File: src/include/tomasulo_cfg.svh
`ifndef TOMASULO_CFG_SVH
`define TOMASULO_CFG_SVH

// Data path width
`define XLEN 32

// Architectural registers, x0 reads as zero
`define REG_COUNT 32

// Station entries per functional-unit class
`define RS_ALU_ENTRIES 2
`define RS_MUL_ENTRIES 2

// Multiplier pipeline depth in cycles
`define MUL_LATENCY 3

`endif

File: src/source/tomasulo_pkg.sv
`default_nettype none

package tomasulo_pkg;

    // Entry tag, 0 means the value is ready
    typedef logic [2:0] rs_tag_t;

    typedef enum logic {
        fu_alu,
        fu_mul
    } fu_class_e;

    typedef enum logic [3:0] {
        alu_add,
        alu_sub,
        alu_and,
        alu_or,
        alu_xor,
        alu_sll,
        alu_srl,
        alu_slt
    } alu_op_e;

    typedef struct packed {
        logic [6:0] funct7;
        logic [4:0] rs2;
        logic [4:0] rs1;
        logic [2:0] funct3;
        logic [4:0] rd;
        logic [6:0] opcode;
    } r_type_t;

    typedef struct packed {
        logic [11:0] imm12;
        logic [4:0]  rs1;
        logic [2:0]  funct3;
        logic [4:0]  rd;
        logic [6:0]  opcode;
    } i_type_t;

    // One instruction word seen as R-type or as I-type
    typedef union packed {
        r_type_t r_view;
        i_type_t i_view;
    } instr_word_u;

    localparam logic [6:0] OPCODE_OP     = 7'b0110011;
    localparam logic [6:0] OPCODE_OP_IMM = 7'b0010011;

endpackage

`default_nettype wire

File: src/source/execute_units.sv
`timescale 1ns/1ps
`default_nettype none
`include "tomasulo_cfg.svh"

module execute_units
    import tomasulo_pkg::*;
(
    input  logic             clock,
    input  logic             reset,
    input  logic             alu_issue_valid,
    output logic             alu_issue_ready,
    input  rs_tag_t          alu_issue_tag,
    input  alu_op_e          alu_issue_op,
    input  logic [`XLEN-1:0] alu_issue_a,
    input  logic [`XLEN-1:0] alu_issue_b,
    input  logic             mul_issue_valid,
    output logic             mul_issue_ready,
    input  rs_tag_t          mul_issue_tag,
    input  logic [`XLEN-1:0] mul_issue_a,
    input  logic [`XLEN-1:0] mul_issue_b,
    output logic             cdb_valid,
    output rs_tag_t          cdb_tag,
    output logic [`XLEN-1:0] cdb_value
);

    localparam int LAST = `MUL_LATENCY - 1;

    logic             alu_valid;
    rs_tag_t          alu_tag;
    logic [`XLEN-1:0] alu_value;
    logic [`XLEN-1:0] alu_result;
    logic             mul_valid [`MUL_LATENCY];
    rs_tag_t          mul_tag [`MUL_LATENCY];
    logic [`XLEN-1:0] mul_value [`MUL_LATENCY];
    logic             mul_done;

    always_comb begin
        case (alu_issue_op)
            alu_add: alu_result = alu_issue_a + alu_issue_b;
            alu_sub: alu_result = alu_issue_a - alu_issue_b;
            alu_and: alu_result = alu_issue_a & alu_issue_b;
            alu_or:  alu_result = alu_issue_a | alu_issue_b;
            alu_xor: alu_result = alu_issue_a ^ alu_issue_b;
            alu_sll: alu_result = alu_issue_a << alu_issue_b[4:0];
            alu_srl: alu_result = alu_issue_a >> alu_issue_b[4:0];
            alu_slt: alu_result = {{(`XLEN-1){1'b0}},
                                   $signed(alu_issue_a) < $signed(alu_issue_b)};
            default: alu_result = '0;
        endcase
    end

    // Multiplier owns the CDB whenever its last stage is full
    assign mul_done        = mul_valid[LAST];
    assign alu_issue_ready = !alu_valid || !mul_done;
    assign mul_issue_ready = 1'b1;

    always_ff @(posedge clock or posedge reset) begin
        if (reset)
            alu_valid <= 1'b0;
        else if (alu_issue_valid && alu_issue_ready)
            alu_valid <= 1'b1;
        else if (!mul_done)
            alu_valid <= 1'b0;
    end

    always_ff @(posedge clock) begin
        if (alu_issue_valid && alu_issue_ready) begin
            alu_tag   <= alu_issue_tag;
            alu_value <= alu_result;
        end
    end

    always_ff @(posedge clock or posedge reset) begin
        if (reset) begin
            for (int s = 0; s < `MUL_LATENCY; s++)
                mul_valid[s] <= 1'b0;
        end else begin
            mul_valid[0] <= mul_issue_valid && mul_issue_ready;
            for (int s = 1; s < `MUL_LATENCY; s++)
                mul_valid[s] <= mul_valid[s-1];
        end
    end

    // Low word of the product, then carried down the pipe
    always_ff @(posedge clock) begin
        mul_tag[0]   <= mul_issue_tag;
        mul_value[0] <= mul_issue_a * mul_issue_b;
        for (int s = 1; s < `MUL_LATENCY; s++) begin
            mul_tag[s]   <= mul_tag[s-1];
            mul_value[s] <= mul_value[s-1];
        end
    end

    assign cdb_valid = mul_done || alu_valid;
    assign cdb_tag   = mul_done ? mul_tag[LAST] : alu_tag;
    assign cdb_value = mul_done ? mul_value[LAST] : alu_value;

endmodule

`default_nettype wire

File: config.mk
export PLATFORM = sky130hd
export DESIGN_NAME = execute_units
export DESIGN_NICKNAME = d
export VERILOG_FILES = /design/src/source/tomasulo_pkg.sv /design/src/source/execute_units.sv
export VERILOG_INCLUDE_DIRS = /design/src /design/src/include
export SDC_FILE = /design/constraint.sdc
export NUM_CORES = 2
export LEC_CHECK = 0
export BUFFER_PORTS_ARGS = -buffer_cell sky130_fd_sc_hd__buf_2
export CORE_ASPECT_RATIO = 0.5
export CORE_MARGIN = 2
export CORE_UTILIZATION = 45
export DETAILED_ROUTE_END_ITERATION = 8
export PLACE_DENSITY = 0.63
export REMOVE_ABC_BUFFERS = 1
export SETUP_SLACK_MARGIN = 0.15
export SLEW_MARGIN = 20
export SYNTH_ARGS = -nofsm -noshare
export SYNTH_HDL_FRONTEND = slang
export SYNTH_SLANG_ARGS = --single-unit
File: constraint.sdc
create_clock -name clock -period 4.4 [get_ports clock]
set_input_delay 0 -clock clock [delete_from_list [all_inputs] [get_ports clock]]
set_output_delay 0 -clock clock [all_outputs]
set_load 0.02 [all_outputs]
==> run summary <==
worst hold endpoint: mul_tag[0][2]
gate count of the mapped netlist: 3070
Slew @ Worst Pin: 887 ps
most frequent cells in the layout: inv_1, fa_1, nand2_1
reg2reg setup slack: 2940 ps
Avg Vias per Cell: 5.45
Yosys warnings: 0
Final ANT Viol Nets: 0
layout cells sized above 1: 0.208
Area Overhead vs Synth: 18.1%
Slew Viols, Final: 0
Initial Util: 0.456
kind of critical path: in -> reg
Hold Path Cell Cnt: 2
fin crit share: 1.37
CP Max Fanout: 6
reg2reg end: alu_value[31]
die area: 0.0622 mm2
most common flop cell mapped by yosys: dfxtp_1
max_cap viols: 0
Post-Route WL: 86800 um
Final #Nets: 4143
Worst path slowest cell: fa_1
Slew HR: 0.409
GRT Overall Usage: 0.282
Sink Count: 144
WP buf/inv: 4
Layout fillers: 5508
CTS tree: built
Residual DRC: 0
unique cell type count in the Yosys netlist: 91
status: finished, violations left
# H-tree levels: 4
Pre-Repair DR Iteration Count: 6
CP arrival: 6340 ps
final worst slack: -1610 ps
die height: 177 um
initial antenna violation count: 6
crit-path cells: buf_12 -> and2_4 -> fa_1 -> inv_1 -> fa_1 -> fa_1 -> fa_1 -> inv_1 -> fa_1 -> ha_1 -> fa_1 -> fa_1 -> ha_4 -> buf_6 -> nand4_1 -> a21oi_1 -> or3_4 -> a221o_1 -> o2111ai_2 -> a31oi_4 -> nand4_1 -> nand4b_1 -> a21oi_2 -> xnor2_1
Startpoint Class: primary input
Die W: 351 um
CORE AREA: 0.0594 mm2
final setup violating endpoints: 21
Final min period: 6010 ps
vias in the first global route: 23400
failing checks: setup timing
largest net degree at the start of global routing: 70
Hold Crit Class: in -> reg
Most common cell on crit path: fa_1
gpl congestion: 0.988
Cell Rows: 63
IO Port Bufs: 178
commonest non-fill, non-tap cell in the layout: inv_1
1st-iter DRT viols: 1636
sequential element share of the synthesized area: 0.120
critical path's largest stage delay: 550 ps
aggregate global routing overflow: 0
drt wl/cell: 20.7 um
Ports: 180
hold path startpoint: mul_issue_tag[2]
RSZ-0062 raised after global routing: yes
crit path from: mul_issue_b[3]
fin util: 0.538
CP Capture Type: flip-flop
clock latency on the worst-skew pair: 410 ps
fmax: 0.166 GHz
mapped cell area: 0.0271 mm2
cell family with most CP delay: adder cells
first-pass GRT wire length: 135000 um
setup tns final: -24630 ps
average cell area after synthesis: 8.81 um2
R2R cell count: 3
DP HPWL: 72300 um
root buf cell: clkbuf_16
worst path required time: 4730 ps
Yosys reg bits: 144
CTS Buf Count: 17
count of final hold-check violations: 0
reg-to-reg startpoint: mul_done
ys async rst share: 0.0278
DR vias: 22900
Post-Route Skew: 13.2 ps
EDFF count, synth: 35
clk buf depth: 2
CTS clk-pin slew, worst paths: 60 ps
[how the worst max path moves through the flow]
stage | endpoint | slack [ps] | cells after the start
floorplan | mul_value[0][31] | -1680 | 24
global placement | mul_value[0][31] | -2170 | 23
detailed placement | mul_value[0][30] | -2250 | 24
CTS | mul_value[0][30] | -1630 | 24
global route | mul_value[0][30] | -1760 | 26
finish | mul_value[0][30] | -1610 | 24
[cells in the mapped netlist (all sizes together) (39+ instances only)]
cell | count | area [um2]
xnor2 | 87 | 762
nor2 | 177 | 664
nand2 | 328 | 1230
mux2i | 39 | 390
buf | 47 | 260
dfxtp | 105 | 2100
fa | 410 | 8210
inv | 474 | 1780
o21ai | 130 | 651
and2 | 308 | 1930
clkbuf | 132 | 499
ha | 220 | 2750
a21oi | 123 | 619
[registers in the layout, summed over array words and instances, names as in the netlist]
signal	cells
mul_value	96
mul_valid	2
mul_tag	9
mul_done	1
alu_tag	3
alu_value	32
alu_valid	1
[repair_timing]
action	CTS	global route
resized for setup	171	74
pin swaps	104	82
setup endpoints to repair	23	24
endpoints found under the hold margin	13	0
buffers inserted	24	6
cloned	0	1
hold buffers	10	0
[logic make-up after synthesis]
| family | count (synthesis) | synth area share |
|---|---|---|
| compound gates | 490 | 0.120 |
| xor+xnor | 109 | 0.0353 |
| fa+ha+maj | 630 | 0.405 |
| buf+inv | 655 | 0.0941 |
| flops | 144 | 0.120 |
| mux | 107 | 0.0565 |
| other cells | 1 | 0.000139 |
| simple gates | 934 | 0.169 |
[metal layers]
layer  vias up  part of all wire  GRT usage
li1      10500                 -          -
met1     11500              0.43      0.383
met2       752              0.48      0.482
met3       138             0.055     0.0247
met5         -           0.00016          0
met4         2             0.028     0.0810
[area by class of cell]
cell class                      instances  area, um2  share of cell area
Antenna cell                            2       5.00            0.000157
Clock buffer                           19        454              0.0142
Sequential cell                       144       3250               0.102
Multi-Input combinational cell       2271      21800               0.684
Timing Repair Buffer                  461       3500               0.109
Clock inverter                         13       98.8             0.00309
Tap cell                              812       1020              0.0318
Inverter                              476       1790              0.0559
[metrics by stage]
step | hold WS [ps] | instance area, um2 | setup slack [ps] | instances
floorplan | -234 | 26300 | -1680 | 2891
global route | 195 | 32000 | -1760 | 4198
global placement | -112 | 30100 | -2170 | 4123
detailed placement | -112 | 30100 | -2250 | 4123
finish | 231 | 32000 | -1610 | 4198
CTS | 196 | 31600 | -1630 | 4189
Power is not shown: default switching activity piles up to over one toggle a cycle in this logic, so the estimate is an artifact.
