--- config.mk ---
export PLATFORM = sky130hd
export DESIGN_NAME = reservation_station
export DESIGN_NICKNAME = d
export VERILOG_FILES = /design/src/source/tomasulo_pkg.sv /design/src/source/reservation_station.sv
export VERILOG_INCLUDE_DIRS = /design/src /design/src/include
export SDC_FILE = /design/constraint.sdc
export NUM_CORES = 1
export LEC_CHECK = 0
export BUFFER_PORTS_ARGS = -buffer_cell sky130_fd_sc_hd__buf_2
export CAP_MARGIN = 30
export CORE_UTILIZATION = 56
export CTS_CLUSTER_DIAMETER = 80
export CTS_CLUSTER_SIZE = 30
export DETAILED_ROUTE_END_ITERATION = 7
export PLACE_DENSITY = 0.9
export SLEW_MARGIN = 20
export SYNTH_ARGS = -nofsm -noshare
export SYNTH_HDL_FRONTEND = slang
export SYNTH_SLANG_ARGS = --single-unit
--- constraint.sdc ---
create_clock -name clock -period 5.54 [get_ports clock]
set_input_delay 0.277 -clock clock [delete_from_list [all_inputs] [get_ports clock]]
set_output_delay 0.277 -clock clock [all_outputs]
set_load 0.005 [all_outputs]
--- src/include/tomasulo_cfg.svh ---
`ifndef TOMASULO_CFG_SVH
`define TOMASULO_CFG_SVH

// Data path width
`define XLEN 32

// Architectural registers, x0 reads as zero
`define REG_COUNT 32

// Station entries per functional-unit class
`define RS_ALU_ENTRIES 2
`define RS_MUL_ENTRIES 2

// Multiplier pipeline depth in cycles
`define MUL_LATENCY 3

`endif

--- src/source/tomasulo_pkg.sv ---
`default_nettype none

package tomasulo_pkg;

    // Entry tag, 0 means the value is ready
    typedef logic [2:0] rs_tag_t;

    typedef enum logic {
        fu_alu,
        fu_mul
    } fu_class_e;

    typedef enum logic [3:0] {
        alu_add,
        alu_sub,
        alu_and,
        alu_or,
        alu_xor,
        alu_sll,
        alu_srl,
        alu_slt
    } alu_op_e;

    typedef struct packed {
        logic [6:0] funct7;
        logic [4:0] rs2;
        logic [4:0] rs1;
        logic [2:0] funct3;
        logic [4:0] rd;
        logic [6:0] opcode;
    } r_type_t;

    typedef struct packed {
        logic [11:0] imm12;
        logic [4:0]  rs1;
        logic [2:0]  funct3;
        logic [4:0]  rd;
        logic [6:0]  opcode;
    } i_type_t;

    // One instruction word seen as R-type or as I-type
    typedef union packed {
        r_type_t r_view;
        i_type_t i_view;
    } instr_word_u;

    localparam logic [6:0] OPCODE_OP     = 7'b0110011;
    localparam logic [6:0] OPCODE_OP_IMM = 7'b0010011;

endpackage

`default_nettype wire

--- src/source/reservation_station.sv ---
`timescale 1ns/1ps
`default_nettype none
`include "tomasulo_cfg.svh"

module reservation_station
    import tomasulo_pkg::*;
(
    input  logic             clock,
    input  logic             reset,
    input  logic             alloc_valid,
    input  fu_class_e        alloc_class,
    input  alu_op_e          alloc_op,
    input  rs_tag_t          alloc_t1,
    input  rs_tag_t          alloc_t2,
    input  logic [`XLEN-1:0] alloc_v1,
    input  logic [`XLEN-1:0] alloc_v2,
    output logic             alloc_ready,
    output rs_tag_t          alloc_tag,
    input  logic             cdb_valid,
    input  rs_tag_t          cdb_tag,
    input  logic [`XLEN-1:0] cdb_value,
    output logic             alu_issue_valid,
    input  logic             alu_issue_ready,
    output rs_tag_t          alu_issue_tag,
    output alu_op_e          alu_issue_op,
    output logic [`XLEN-1:0] alu_issue_a,
    output logic [`XLEN-1:0] alu_issue_b,
    output logic             mul_issue_valid,
    input  logic             mul_issue_ready,
    output rs_tag_t          mul_issue_tag,
    output logic [`XLEN-1:0] mul_issue_a,
    output logic [`XLEN-1:0] mul_issue_b,
    output logic             rs_busy
);

    // Slot 0 is the ready tag and never holds an entry
    localparam int NUM_TAGS = `RS_ALU_ENTRIES + `RS_MUL_ENTRIES + 1;

    logic             busy [NUM_TAGS];
    logic             issued [NUM_TAGS];
    alu_op_e          op [NUM_TAGS];
    rs_tag_t          t1 [NUM_TAGS];
    rs_tag_t          t2 [NUM_TAGS];
    logic [`XLEN-1:0] v1 [NUM_TAGS];
    logic [`XLEN-1:0] v2 [NUM_TAGS];
    rs_tag_t          alu_sel;
    rs_tag_t          mul_sel;
    logic             alloc_fire;

    // Class is fixed by the tag range
    function automatic fu_class_e class_of(input int tag);
        return (tag <= `RS_ALU_ENTRIES) ? fu_alu : fu_mul;
    endfunction

    // Lowest free tag of the requested class
    always_comb begin
        alloc_ready = 1'b0;
        alloc_tag   = '0;
        for (int i = NUM_TAGS - 1; i >= 1; i--) begin
            if (!busy[i] && class_of(i) == alloc_class) begin
                alloc_ready = 1'b1;
                alloc_tag   = rs_tag_t'(i);
            end
        end
    end

    assign alloc_fire = alloc_valid && alloc_ready;

    // Oldest-first here means lowest ready tag per class
    always_comb begin
        alu_issue_valid = 1'b0;
        mul_issue_valid = 1'b0;
        alu_sel         = rs_tag_t'(1);
        mul_sel         = rs_tag_t'(`RS_ALU_ENTRIES + 1);
        for (int i = NUM_TAGS - 1; i >= 1; i--) begin
            if (busy[i] && !issued[i] && t1[i] == '0 && t2[i] == '0) begin
                if (class_of(i) == fu_alu) begin
                    alu_issue_valid = 1'b1;
                    alu_sel         = rs_tag_t'(i);
                end else begin
                    mul_issue_valid = 1'b1;
                    mul_sel         = rs_tag_t'(i);
                end
            end
        end
    end

    assign alu_issue_tag = alu_sel;
    assign alu_issue_op  = op[alu_sel];
    assign alu_issue_a   = v1[alu_sel];
    assign alu_issue_b   = v2[alu_sel];
    assign mul_issue_tag = mul_sel;
    assign mul_issue_a   = v1[mul_sel];
    assign mul_issue_b   = v2[mul_sel];

    always_ff @(posedge clock or posedge reset) begin
        if (reset) begin
            for (int i = 0; i < NUM_TAGS; i++) begin
                busy[i]   <= 1'b0;
                issued[i] <= 1'b0;
            end
        end else begin
            for (int i = 1; i < NUM_TAGS; i++) begin
                if (cdb_valid && cdb_tag == rs_tag_t'(i)) begin
                    busy[i]   <= 1'b0;
                    issued[i] <= 1'b0;
                end else if (alloc_fire && alloc_tag == rs_tag_t'(i)) begin
                    busy[i]   <= 1'b1;
                    issued[i] <= 1'b0;
                end else if ((alu_issue_valid && alu_issue_ready && alu_sel == rs_tag_t'(i))
                          || (mul_issue_valid && mul_issue_ready && mul_sel == rs_tag_t'(i))) begin
                    issued[i] <= 1'b1;
                end
            end
        end
    end

    // Operand fields: fill on allocation, capture CDB values while waiting
    always_ff @(posedge clock) begin
        for (int i = 1; i < NUM_TAGS; i++) begin
            if (alloc_fire && alloc_tag == rs_tag_t'(i)) begin
                op[i] <= alloc_op;
                t1[i] <= alloc_t1;
                t2[i] <= alloc_t2;
                v1[i] <= alloc_v1;
                v2[i] <= alloc_v2;
            end else begin
                if (cdb_valid && t1[i] != '0 && t1[i] == cdb_tag) begin
                    t1[i] <= '0;
                    v1[i] <= cdb_value;
                end
                if (cdb_valid && t2[i] != '0 && t2[i] == cdb_tag) begin
                    t2[i] <= '0;
                    v2[i] <= cdb_value;
                end
            end
        end
    end

    always_comb begin
        rs_busy = 1'b0;
        for (int i = 1; i < NUM_TAGS; i++)
            rs_busy = rs_busy | busy[i];
    end

endmodule

`default_nettype wire

==> metrics.cfg <==
[die]
die_w_um=163.8
die_h_um=163.8
initial_core_util_pct=57.68
pin_count=261
rows=58
core_area_um2=25400
die_area_um2=26810

[timing]
slew_headroom_pct=43.05
max_slew.worst_pin.slew_ps=846.4
fin_crit_ps=3273
drv_slew=0
hold_violations=0
clock_skew_ps=21.80
period_share_pct=59.08
final-setup-viol-count=0
fin_tns_setup_ps=0
rsz0062_at_grt=false
clock.fmax_mhz=305.5

[worst_setup_path]
path_buf_inv=2
slowest_delay_ps=620
rr_worst_depth=5
cp-start-kind=flip-flop
worstPathArrival_ps=3000
r2r_slack_ps=2650
worstSetupPathType=reg -> out
r2r-start=t1[0][14]$_SDFFCE_PP0P_
path_delay_family=buffers and inverters
path_cells=or4_1 -> a211oi_4 -> buf_4 -> mux2_2 -> buf_2
crit_path_top_delay_cell=or4_1
r2r-end=v1[4][5]$_DFFE_PP_
critPathMaxFanout=40
cp-end-kind=primary output
critPathRequiredTime_ps=5260

[pwr]
p_comb_share_pct=16.7
leakage_nw=5.959
swShare_pct=25.46
irDropWorstVdd_mv=0.2860
p_int_mw=3.730
p_total_mw=5.004
switching_power_mw=1.274
clockPowerShare_pct=27.0
power_frac_seq_pct=56.4
powerDensity_nw_per_um2=296.7

[route]
drtIter0Drc=701
wl_met2_mm=18.41
routed.top_layer=met4
vias=8710
ant_nets=0
wl_per_cell_um=23.55
routed_wirelength_mm=34.69
viasPerCell=5.913
routed-wl-met3_mm=2.281
wl_met1_mm=13.38
remaining_drc_errors=0
drtPass1Iterations=5

[logic_synthesis]
syn_area_um2=14650
ys_ff_latch=296
synth-main-ff-cell=edfxtp_1
syn_nets=995
yosysSeqAreaShare_pct=60.39
avgSynthCellArea_um2=16.67
ys_async_sr_fraction_pct=2.703
synth-edff-count=288
ys_types=48
syn_inst=879
yosysWarningCount=0

[cts]
clockBufferDepth=3
cts_buffers=15
clkSlewWorstSetupHoldPaths_ps=110
cts_tree=done
clk_root_buffer_cell=clkbuf_16
cts.sinks=296
cts_resized=0
cts_hold_buf=5
clk-insertion-delay-late_ps=500
postCtsSetupRepairBufs=0
h-tree-depth=1

[worst_hold_path]
holdCritStartpoint=mul_issue_ready
hold_depth=3
hold_path.class=in -> reg
min_to=issued[1]$_DFFE_PP0P_

[final_layout]
multiInputGateArea_um2=5480
nFillCells=1751
final_area_um2=16870
seqCellArea_um2=8848
final_nets=1252
utilization_pct=66.40
drive_above_1_share_pct=61.21
area_growth_pct=15.12

[grt]
grt_pass1_wl_mm=52.09
grt-ovfl-total=0
grt_pass1_vias=9056
antenna_found_initial=0
grt_max_degree=41
track_usage_pct=25.79

[placement]
numPortBuffers=259
hpwl_mm=22.92
place.gp.congestion=0.8830
placed_area_um2=16250

[run_status]
status=complete, no violations

[flow_run]
maxCapViolCount=0

## cells in the final DEF (no fill, tap or decap), types with 9 or more instances in the layout
master	n
mux2_2	369
edfxtp_1	288
buf_2	259
nor2b_1	24
mux2_1	19
buf_4	18
xnor2_1	17
clkbuf_16	15
nand2_1	11
nor2_1	9
## how the worst max path moves through the flow
stage               cells after the start              startpoint                      end
floorplan                               4              cdb_tag[2]  t1[0][12]$_SDFFCE_PP0P_
global placement                        6              cdb_tag[1]      v1[2][31]$_DFFE_PP_
detailed placement                      6              cdb_tag[1]       v1[2][2]$_DFFE_PP_
CTS                                     5  t2[0][6]$_SDFFCE_PN0P_          alu_issue_b[17]
global route                            5  t2[0][6]$_SDFFCE_PN0P_          alu_issue_b[11]
finish                                  5  t2[0][6]$_SDFFCE_PN0P_          alu_issue_b[17]
## cell usage after synthesis, types with 2 or more instances
cell type / count / area [um2]
or3b_4: 2 / 22.52
nor4_1: 2 / 12.51
nor2_2: 3 / 18.77
a211oi_4: 3 / 60.06
buf_4: 15 / 112.6
nand2_1: 11 / 41.29
edfxtp_1: 288 / 8648
nor2_1: 9 / 33.78
nor3_1: 4 / 20.02
xnor2_1: 17 / 148.9
a211o_1: 2 / 17.52
dfrtp_1: 8 / 200.2
or4_1: 5 / 37.54
nand4_1: 3 / 18.77
mux2_1: 19 / 214.0
nand2b_1: 2 / 12.51
and2_1: 5 / 31.28
o21ai_0: 7 / 35.03
xor2_1: 5 / 43.79
nor4b_1: 4 / 35.03
buf_2: 15 / 75.07
mux2_2: 369 / 4155
inv_1: 7 / 26.28
nor2b_1: 24 / 150.1
a41o_1: 2 / 20.02
buf_6: 16 / 180.2
a21oi_1: 5 / 25.02
nor3b_1: 3 / 22.52
or2_2: 4 / 25.02
nor4_4: 2 / 42.54
## metrics by stage
| step | cells | hold WS, ps | setup WS (ps) |
|---|---|---|---|
| floorplan | 879 | 92.66 | 1380 |
| global placement | 1439 | 225.0 | 2405 |
| detailed placement | 1441 | 235.3 | 2331 |
| CTS | 1469 | 74.62 | 2291 |
| global route | 1472 | 86.38 | 2198 |
| finish | 1473 | 87.32 | 2267 |
## cell type report
class	count	area share [%]
flip-flops and latches	296	52.46
multi-input cells	529	32.49
repair buffers	287	9.414
well taps	330	2.448
clock buffers	15	2.226
clock inverters	8	0.7863
inverters	7	0.1558
diodes	1	0.01484
## logic make-up after synthesis
group | count (synthesis) | synth area share, %
muxes | 389 | 29.89
buffers and inverters | 54 | 2.716
xor gates and xnor gates | 22 | 1.315
AOI/OAI and AO/OA | 24 | 1.401
and+or+nand+nor | 93 | 4.261
DFF | 296 | 60.39
other | 1 | 0.02559
## power by group through the flow
stage | Sequential [mW] | Clock [mW] | Combinational, mW
after floorplan | 2.85 | 0 | 0.479
after global placement | 2.85 | 0 | 0.777
after detailed placement | 2.87 | 0 | 0.822
after CTS | 2.82 | 1.36 | 0.830
after global routing | 2.84 | 1.44 | 0.897
final | 2.82 | 1.35 | 0.833
## per-layer routing
layer	vias to the layer above	track usage [%]
li1	3918	-
met1	4419	31.46
met2	333	46.94
met3	40	4.470
met4	0	6.860
met5	-	0
## worst register-to-register path: stages, from the launching register on
cell and delay (ps):
edfxtp_1 450, xor2_1 200, or4_1 650, nor2_4 530
buf_4 430, mux2_2 390
## flip-flops by register name, summed over array words and instances (netlist names)
name    cells
busy        4
t2         12
t1         12
v2        128
issued      4
v1        128
op          8
Note: power is estimated with default switching activity, not from simulation.
